--- src/verilog/anb_pkg.sv ---
package anb_pkg;

    // ----------------------------------------------------------
    // Default bus geometry
    // ----------------------------------------------------------

    // Bus width in bytes
    parameter int DATA_BYTES = 16;

    // One data unit in bytes, four 32-bit units per word
    parameter int SPAN_BYTES = 4;

    // Largest offset plus one, in units
    // Must not exceed the units per word
    parameter int MAX_OFFSET = 4;

    // ----------------------------------------------------------
    // Types
    // ----------------------------------------------------------

    // Unaligner FSM states
    // WAIT covers idle and the first word, TAIL is the extra last word
    typedef enum logic [1:0] {
        WAIT,
        RUN,
        TAIL
    } unalign_state_t;

    // Bus word, offset and last word length at the default geometry
    typedef logic [DATA_BYTES*8-1:0] anb_word_t;
    typedef logic [$clog2(MAX_OFFSET)-1:0] anb_offset_t;
    // Zero length means a full word
    typedef logic [$clog2(DATA_BYTES/SPAN_BYTES)-1:0] anb_len_t;

endpackage

--- src/verilog/unalign_ctrl.sv ---
`timescale 1ns/1ps

module unalign_ctrl #(
    parameter int DATA_W     = 16,
    parameter int SPAN       = 4,
    parameter int MAX_OFFSET = 4,
    localparam int OFFSET_W  = $clog2(MAX_OFFSET),
    localparam int LEN_W     = $clog2(DATA_W / SPAN)
) (
    input  logic                    clk,
    input  logic                    arst_n,
    input  logic                    in_valid,
    input  logic                    in_last,
    input  logic                    out_ready,
    input  logic [OFFSET_W-1:0]     offset,
    input  logic [LEN_W-1:0]        len,
    output logic                    in_ready,
    output logic                    out_valid,
    output logic                    out_last,
    output logic                    load_carry,
    output anb_pkg::unalign_state_t state,
    output logic [OFFSET_W-1:0]     offset_reg,
    output logic [OFFSET_W-1:0]     carry_offset
);

    import anb_pkg::*;

    // Units per bus word
    localparam int WORD_UNITS = DATA_W / SPAN;
    // Tail count reaches offset plus a full word
    localparam int TAIL_W     = $clog2(WORD_UNITS + MAX_OFFSET);

    unalign_state_t    state_nxt;
    logic [TAIL_W-1:0] tail_count;
    logic [TAIL_W-1:0] first_tail;
    logic              first_no_fit;
    logic              run_no_fit;

    // Units in the last input word, zero length means full word
    function automatic logic [TAIL_W-1:0] last_word_len(input logic [LEN_W-1:0] l);
        return (l == '0) ? TAIL_W'(WORD_UNITS) : TAIL_W'(l);
    endfunction

    // ----------------------------------------------------------
    // Tail accounting
    // ----------------------------------------------------------

    // Units that land in the last output word, seen on the first word
    assign first_tail   = TAIL_W'(offset) + last_word_len(len);
    assign first_no_fit = first_tail > TAIL_W'(WORD_UNITS);
    // Same check against the count held for the transaction
    assign run_no_fit   = tail_count > TAIL_W'(WORD_UNITS);

    // Offset and tail count captured with the first word
    // Held for the middle words and the tail
    always_ff @(posedge clk) begin
        if (state == WAIT && in_valid) begin
            offset_reg <= offset;
            tail_count <= first_tail;
        end
    end

    // ----------------------------------------------------------
    // Handshake and last
    // ----------------------------------------------------------

    always_comb begin
        // Straight through by default
        in_ready  = out_ready;
        out_valid = in_valid;
        out_last  = in_last;
        case (state)
            WAIT: begin
                // Single word whose shifted units spill over
                if (first_no_fit) begin
                    out_last = 1'b0;
                end
            end
            RUN: begin
                // Last input word still leaves carried units
                if (run_no_fit) begin
                    out_last = 1'b0;
                end
            end
            TAIL: begin
                // Extra word from the carry, input stalled
                in_ready  = 1'b0;
                out_valid = 1'b1;
                out_last  = 1'b1;
            end
            default: begin
                out_last = in_last;
            end
        endcase
    end

    // Input word accepted
    assign load_carry   = in_valid & in_ready;
    // Live offset on the first word, held one afterwards
    assign carry_offset = (state == WAIT) ? offset : offset_reg;

    // ----------------------------------------------------------
    // FSM
    // ----------------------------------------------------------

    always_comb begin
        state_nxt = state;
        case (state)
            WAIT: begin
                // Zero offset passes whole transactions through in WAIT
                if (load_carry && offset != '0) begin
                    if (!in_last) begin
                        state_nxt = RUN;
                    end else if (first_no_fit) begin
                        state_nxt = TAIL;
                    end
                end
            end
            RUN: begin
                if (load_carry && in_last) begin
                    state_nxt = run_no_fit ? TAIL : WAIT;
                end
            end
            TAIL: begin
                // One output cycle, leaves once the sink takes it
                if (out_ready) begin
                    state_nxt = WAIT;
                end
            end
            default: begin
                state_nxt = WAIT;
            end
        endcase
    end

    always_ff @(posedge clk or negedge arst_n) begin
        if (!arst_n) begin
            state <= WAIT;
        end else begin
            state <= state_nxt;
        end
    end

endmodule

--- src/verilog/unit_carry.sv ---
`timescale 1ns/1ps

module unit_carry #(
    parameter int DATA_W     = 16,
    parameter int SPAN       = 4,
    parameter int MAX_OFFSET = 4,
    localparam int OFFSET_W  = $clog2(MAX_OFFSET),
    localparam int CARRY_W   = (MAX_OFFSET - 1) * SPAN * 8
) (
    input  logic                  clk,
    input  logic                  load_carry,
    input  logic [DATA_W*8-1:0]   in_data,
    input  logic [OFFSET_W-1:0]   carry_offset,
    output logic [CARRY_W-1:0]    carry_units
);

    localparam int UNIT_W     = SPAN * 8;
    localparam int WORD_UNITS = DATA_W / SPAN;

    // Input word moved down so its top units sit at lane 0
    logic [DATA_W*8-1:0] high_units;

    // ----------------------------------------------------------
    // Overflow slice
    // ----------------------------------------------------------

    // Top carry_offset units are the ones pushed past the word
    // Zero offset shifts everything out
    always_comb begin
        high_units = in_data >> ((WORD_UNITS - int'(carry_offset)) * UNIT_W);
    end

    // Only MAX_OFFSET-1 units can ever overflow
    // Kept while the input is stalled
    always_ff @(posedge clk) begin
        if (load_carry) begin
            carry_units <= high_units[CARRY_W-1:0];
        end
    end

endmodule

--- src/verilog/unit_merge.sv ---
`timescale 1ns/1ps

module unit_merge #(
    parameter int DATA_W     = 16,
    parameter int SPAN       = 4,
    parameter int MAX_OFFSET = 4,
    localparam int OFFSET_W  = $clog2(MAX_OFFSET),
    localparam int CARRY_W   = (MAX_OFFSET - 1) * SPAN * 8
) (
    input  anb_pkg::unalign_state_t state,
    input  logic [OFFSET_W-1:0]     offset,
    input  logic [OFFSET_W-1:0]     offset_reg,
    input  logic [CARRY_W-1:0]      carry_units,
    input  logic [DATA_W*8-1:0]     in_data,
    output logic [DATA_W*8-1:0]     out_data
);

    import anb_pkg::*;

    localparam int UNIT_W  = SPAN * 8;
    localparam int CARRY_N = MAX_OFFSET - 1;

    // Carried units below ofst, incoming units from ofst upward
    function automatic logic [DATA_W*8-1:0] merge_units(
        input logic [CARRY_W-1:0]  carry,
        input logic [DATA_W*8-1:0] word,
        input logic [OFFSET_W-1:0] ofst
    );
        logic [DATA_W*8-1:0] merged;
        merged = word << (int'(ofst) * UNIT_W);
        for (int i = 0; i < CARRY_N; i++) begin
            if (i < int'(ofst)) begin
                merged[i*UNIT_W +: UNIT_W] = carry[i*UNIT_W +: UNIT_W];
            end
        end
        return merged;
    endfunction

    // ----------------------------------------------------------
    // Output word select
    // ----------------------------------------------------------

    always_comb begin
        case (state)
            WAIT: begin
                // First word, nothing carried yet so low lanes are zero
                // Offset zero leaves in_data as is
                out_data = merge_units('0, in_data, offset);
            end
            RUN: begin
                out_data = merge_units(carry_units, in_data, offset_reg);
            end
            TAIL: begin
                // Leftover units only, upper lanes zero
                out_data                = '0;
                out_data[CARRY_W-1:0]   = carry_units;
            end
            default: begin
                out_data = in_data;
            end
        endcase
    end

endmodule

--- src/verilog/anb_unalign.sv ---
`timescale 1ns/1ps

module anb_unalign #(
    parameter int DATA_W     = anb_pkg::DATA_BYTES,
    parameter int SPAN       = anb_pkg::SPAN_BYTES,
    parameter int MAX_OFFSET = anb_pkg::MAX_OFFSET,
    localparam int OFFSET_W  = $clog2(MAX_OFFSET),
    localparam int LEN_W     = $clog2(DATA_W / SPAN)
) (
    input  logic                clk,
    input  logic                arst_n,
    // Input stream
    input  logic                in_valid,
    output logic                in_ready,
    input  logic [DATA_W*8-1:0] in_data,
    input  logic                in_last,
    // Valid with the first word of a transaction
    input  logic [OFFSET_W-1:0] offset,
    input  logic [LEN_W-1:0]    len,
    // Output stream
    output logic                out_valid,
    input  logic                out_ready,
    output logic [DATA_W*8-1:0] out_data,
    output logic                out_last
);

    import anb_pkg::*;

    // Units that can spill into the next output word
    localparam int CARRY_W = (MAX_OFFSET - 1) * SPAN * 8;

    unalign_state_t      state;
    logic                load_carry;
    logic [OFFSET_W-1:0] offset_reg;
    logic [OFFSET_W-1:0] carry_offset;
    logic [CARRY_W-1:0]  carry_units;

    // ----------------------------------------------------------
    // Control
    // ----------------------------------------------------------

    unalign_ctrl #(
        .DATA_W     (DATA_W),
        .SPAN       (SPAN),
        .MAX_OFFSET (MAX_OFFSET)
    ) u_ctrl (
        .clk          (clk),
        .arst_n       (arst_n),
        .in_valid     (in_valid),
        .in_last      (in_last),
        .out_ready    (out_ready),
        .offset       (offset),
        .len          (len),
        .in_ready     (in_ready),
        .out_valid    (out_valid),
        .out_last     (out_last),
        .load_carry   (load_carry),
        .state        (state),
        .offset_reg   (offset_reg),
        .carry_offset (carry_offset)
    );

    // ----------------------------------------------------------
    // Datapath
    // ----------------------------------------------------------

    // High units of each accepted word
    unit_carry #(
        .DATA_W     (DATA_W),
        .SPAN       (SPAN),
        .MAX_OFFSET (MAX_OFFSET)
    ) u_carry (
        .clk          (clk),
        .load_carry   (load_carry),
        .in_data      (in_data),
        .carry_offset (carry_offset),
        .carry_units  (carry_units)
    );

    unit_merge #(
        .DATA_W     (DATA_W),
        .SPAN       (SPAN),
        .MAX_OFFSET (MAX_OFFSET)
    ) u_merge (
        .state       (state),
        .offset      (offset),
        .offset_reg  (offset_reg),
        .carry_units (carry_units),
        .in_data     (in_data),
        .out_data    (out_data)
    );

endmodule

--- config.mk ---
export PLATFORM = sky130hd
export DESIGN_NAME = anb_unalign
export DESIGN_NICKNAME = d
export VERILOG_FILES = /design/src/verilog/anb_pkg.sv /design/src/verilog/unalign_ctrl.sv /design/src/verilog/unit_carry.sv /design/src/verilog/unit_merge.sv /design/src/verilog/anb_unalign.sv
export SDC_FILE = /design/constraint.sdc
export NUM_CORES = 1
export LEC_CHECK = 0
export CORE_ASPECT_RATIO = 1.75
export CORE_MARGIN = 3
export CORE_UTILIZATION = 45
export CTS_BUF_LIST = sky130_fd_sc_hd__clkbuf_4 sky130_fd_sc_hd__clkbuf_8
export CTS_CLUSTER_DIAMETER = 100
export DETAILED_ROUTE_END_ITERATION = 8
export DONT_BUFFER_PORTS = 1
export SLEW_MARGIN = 40
export SYNTH_ARGS = -nofsm -noshare
export SYNTH_HDL_FRONTEND = slang
export SYNTH_SLANG_ARGS = --single-unit
--- constraint.sdc ---
create_clock -name clk -period 5.5 [get_ports clk]
set_input_delay 0 -clock clk [delete_from_list [all_inputs] [get_ports clk]]
set_output_delay 0 -clock clk [all_outputs]
set_load 0.005 [all_outputs]
==> load_flow_metrics.sql <==
INSERT INTO impl_metrics (metric_group, metric, value, unit) VALUES
('sta', 'tightest_pin_transition', '0.875', 'ns'),
('worst_hold_path', 'hold_path.startpoint', 'in_data[114]', ''),
('clock_tree', 'cts.sinks', '103', ''),
('sta', 'timing.hold.ws', '0.00890', 'ns'),
('drt', 'first_iter_violations', '1182', ''),
('final_layout', 'sequential_cell_area', '3090', 'um2'),
('floorplan', 'fp-row-count', '76', ''),
('global_route', 'antenna_found_initial', '0', ''),
('synthesis', 'synth.lib_cells_used.distinct', '45', ''),
('job', 'maxCapViolations', '0', ''),
('final_layout', 'number_of_flip_flops_under_the_largest_register_name', '96', ''),
('synthesis', 'synth-seq-area-share', '0.272', ''),
('synthesis', 'number_of_storage_elements_in_the_synthesis_netlist', '103', ''),
('clock_tree', 'htree_num_levels', '3', ''),
('final_layout', 'insertedDiodeCount', '0', ''),
('run_status', 'run_status', 'finished, final reports clean', ''),
('pwr', 'ir_drop', '173', 'uV'),
('clock_tree', 'tritoncts', 'done', ''),
('critical_path', 'critical_path_peak_fanout', '51', ''),
('sta', 'number_of_hold_violations_in_the_final_report', '0', ''),
('final_layout', 'filler_cell_count', '2305', ''),
('final_layout', 'final_layout_size_suffix_gt1_frac', '0.138', ''),
('sta', 'worst_slack', '1.14', 'ns'),
('placement', 'hpwlAfterDp', '24800', 'um'),
('worst_hold_path', 'holdPathStages', '3', ''),
('critical_path', 'regToRegSetupSlack', '1.14', 'ns'),
('critical_path', 'cp.required', '5.67', 'ns'),
('placement', 'dp_cells', '1508', ''),
('final_layout', 'syn_to_final_growth', '16.9', '%'),
('final_layout', 'area_used_by_multi_input_combinational_logic', '7680', 'um2'),
('clock_tree', 'worstSkewPairLatency', '0.42', 'ns'),
('clock_tree', 'cts_root_buf', 'sky130_fd_sc_hd__clkbuf_8', ''),
('floorplan', 'chip_height', '216', 'um'),
('drt', 'route.detailed.vias_per_inst', '6.91', ''),
('global_route', 'largest_net_degree_at_the_start_of_global_routing', '119', ''),
('critical_path', 'worstReg2RegEnd', 'u_carry.carry_units[44]', ''),
('final_layout', 'nNetsFinal', '1509', ''),
('drt', 'detail_route.wl_per_cell', '26.9', 'um'),
('clock_tree', 'cts_inserted_buffers', '9', ''),
('global_route', 'global_route.usage.total', '0.321', ''),
('sta', 'timing.setup.tns', '0', 'ns'),
('worst_hold_path', 'worst_hold_path_type', 'in -> reg', ''),
('synthesis', 'async_reset_ff_frac', '0.0194', ''),
('final_layout', 'regMostFlops', 'u_carry.carry_units', ''),
('drt', 'detail_route.drc_violations', '0', ''),
('sta', 'unrepaired_setup_endpoints_after_global_routing', 'false', ''),
('worst_hold_path', 'min_to', 'u_carry.carry_units[50]', ''),
('floorplan', 'fp.dieArea', '27200', 'um2'),
('sta', 'skew', '0.0112', 'ns'),
('drt', 'antenna_violating_nets_left', '0', ''),
('clock_tree', 'post_cts.resized_instances', '0', ''),
('synthesis', 'synth_top_cell_by_area', 'sky130_fd_sc_hd__edfxtp_1', ''),
('pwr', 'power_density', '295', 'nW/um2'),
('synthesis', 'synth.net_count', '1459', ''),
('floorplan', 'coreArea', '24700', 'um2'),
('synthesis', 'largest_cells_by_area_after_synthesis', 'sky130_fd_sc_hd__edfxtp_1, sky130_fd_sc_hd__mux4_2, sky130_fd_sc_hd__mux2_2, sky130_fd_sc_hd__mux2i_1, sky130_fd_sc_hd__a21oi_1', ''),
('synthesis', 'yosysTopAreaCellShare', '0.267', ''),
('sta', 'highest_clock_rate', '229', 'MHz'),
('drt', 'detailroute.via_count', '11600', ''),
('critical_path', 'start_kind', 'flip-flop', ''),
('critical_path', 'crit_path_end_kind', 'flip-flop', ''),
('critical_path', 'rr_startpoint', 'u_ctrl.state[1]', ''),
('synthesis', 'synth_edf_count', '101', ''),
('sta', 'final-max-slew-violation-count', '0', ''),
('floorplan', 'chipWidth', '126', 'um'),
('global_route', 'grt_first_pass_wirelength', '68700', 'um'),
('clock_tree', 'cts-root-to-sink-buffers', '2', ''),
('synthesis', 'ys.warnings.count', '0', ''),
('clock_tree', 'clock_pin_slew_reported_for_the_worst_setup_and_hold_paths_after_clock_tree_synthesis', '0.11', 'ns'),
('placement', 'worst_setup_slack_after_placement', '1.74', 'ns'),
('synthesis', 'yosys_most_used_dff', 'sky130_fd_sc_hd__edfxtp_1', '');
-- worst max-delay path, cell delays in order (launching register included) --
cell and delay (ns):
sky130_fd_sc_hd__dfrtp_2 0.81, sky130_fd_sc_hd__or2_1 0.18, sky130_fd_sc_hd__buf_4 0.30, sky130_fd_sc_hd__mux2i_4 0.27, sky130_fd_sc_hd__buf_4 0.38, sky130_fd_sc_hd__ha_4 0.61
sky130_fd_sc_hd__buf_12 0.36, sky130_fd_sc_hd__mux2_2 0.38, sky130_fd_sc_hd__dlygate4sd3_1 0.57, sky130_fd_sc_hd__nand2_1 0.09, sky130_fd_sc_hd__a21oi_1 0.08
-- worst max path at each step --
stage                          startpoint  slack [ns]  cells after the start                      end
after detailed placement  u_ctrl.state[1]        1.74                      9   u_carry.carry_units[8]
final                     u_ctrl.state[1]        1.14                     10  u_carry.carry_units[44]
after CTS                 u_ctrl.state[1]        1.19                     10  u_carry.carry_units[41]
after floorplan           u_ctrl.state[0]        0.11                      4   u_carry.carry_units[0]
after global routing      u_ctrl.state[1]        0.94                     10  u_carry.carry_units[44]
after global placement    u_ctrl.state[1]        1.75                      9  u_carry.carry_units[13]
-- placed cells by master, fill, tap and decap left out, types with 33 or more instances in the layout --
cell type and count:
sky130_fd_sc_hd__a211oi_1 33, sky130_fd_sc_hd__a21oi_1 131, sky130_fd_sc_hd__a31oi_1 35, sky130_fd_sc_hd__dlygate4sd3_1 159, sky130_fd_sc_hd__edfxtp_1 101, sky130_fd_sc_hd__mux2_2 77, sky130_fd_sc_hd__mux2i_1 68, sky130_fd_sc_hd__mux4_2 59
sky130_fd_sc_hd__nand2_1 167, sky130_fd_sc_hd__nand3b_1 33, sky130_fd_sc_hd__nor2_1 146, sky130_fd_sc_hd__o21ai_0 100
-- final cells by class --
cell class	instances	area share
well taps	312	0.0294
inverters	20	0.00566
clock inverters	5	0.00547
multi-input cells	1053	0.579
clock buffers	11	0.0105
repair buffers	181	0.137
flip-flops and latches	103	0.233
-- repair_timing --
item	CTS	global route
hold buffers	159	0
hold endpoints to repair	110	0
endpoints found under the setup margin	0	0
-- synthesized netlist by cell type (16+ instances only) --
| master | instances |
|---|---|
| sky130_fd_sc_hd__edfxtp_1 | 101 |
| sky130_fd_sc_hd__nand2b_1 | 20 |
| sky130_fd_sc_hd__mux4_2 | 59 |
| sky130_fd_sc_hd__a31oi_1 | 35 |
| sky130_fd_sc_hd__nand2_1 | 170 |
| sky130_fd_sc_hd__o21ai_0 | 100 |
| sky130_fd_sc_hd__mux2i_1 | 69 |
| sky130_fd_sc_hd__nor2_1 | 149 |
| sky130_fd_sc_hd__a21boi_1 | 27 |
| sky130_fd_sc_hd__mux2_2 | 77 |
| sky130_fd_sc_hd__clkbuf_1 | 79 |
| sky130_fd_sc_hd__inv_1 | 19 |
| sky130_fd_sc_hd__a22o_1 | 32 |
| sky130_fd_sc_hd__a221o_1 | 32 |
| sky130_fd_sc_hd__a211oi_1 | 33 |
| sky130_fd_sc_hd__a21oi_1 | 131 |
| sky130_fd_sc_hd__buf_2 | 44 |
| sky130_fd_sc_hd__o211ai_1 | 21 |
| sky130_fd_sc_hd__nand3b_1 | 33 |
| sky130_fd_sc_hd__buf_1 | 16 |
| sky130_fd_sc_hd__o221ai_1 | 29 |
-- per-layer routing --
layer / up-vias / global-route usage / wire length (um)
li1: 5102 / - / -
met1: 5718 / 0.391 / 16700
met2: 687 / 0.541 / 22400
met3: 130 / 0.0624 / 4030
met4: 0 / 0.156 / 2190
met5: - / 0 / 0
-- where the power goes --
part           switching (mW)  internal (mW)
clock                   0.313          0.264
combinational            1.28          0.964
sequential             0.0694           1.03
total                    1.66           2.26
-- stage by stage --
stage | area, um2 | power (mW)
2_1_floorplan | 11300 | 2.62
3_3_place_gp | 11400 | 3.07
3_5_place_dp | 11400 | 3.11
4_1_cts | 13200 | 3.88
5_1_grt | 13300 | 4.11
6_report | 13300 | 3.92
-- logic make-up after synthesis --
group           count (synthesis)  share of synthesized area
compound gates                456                      0.261
fa+ha+maj                       4                    0.00507
buf+inv                       162                     0.0601
flops                         103                      0.272
mux                           205                      0.254
simple gates                  388                      0.148
No activity file was read; power rests on OpenSTA's default activity.
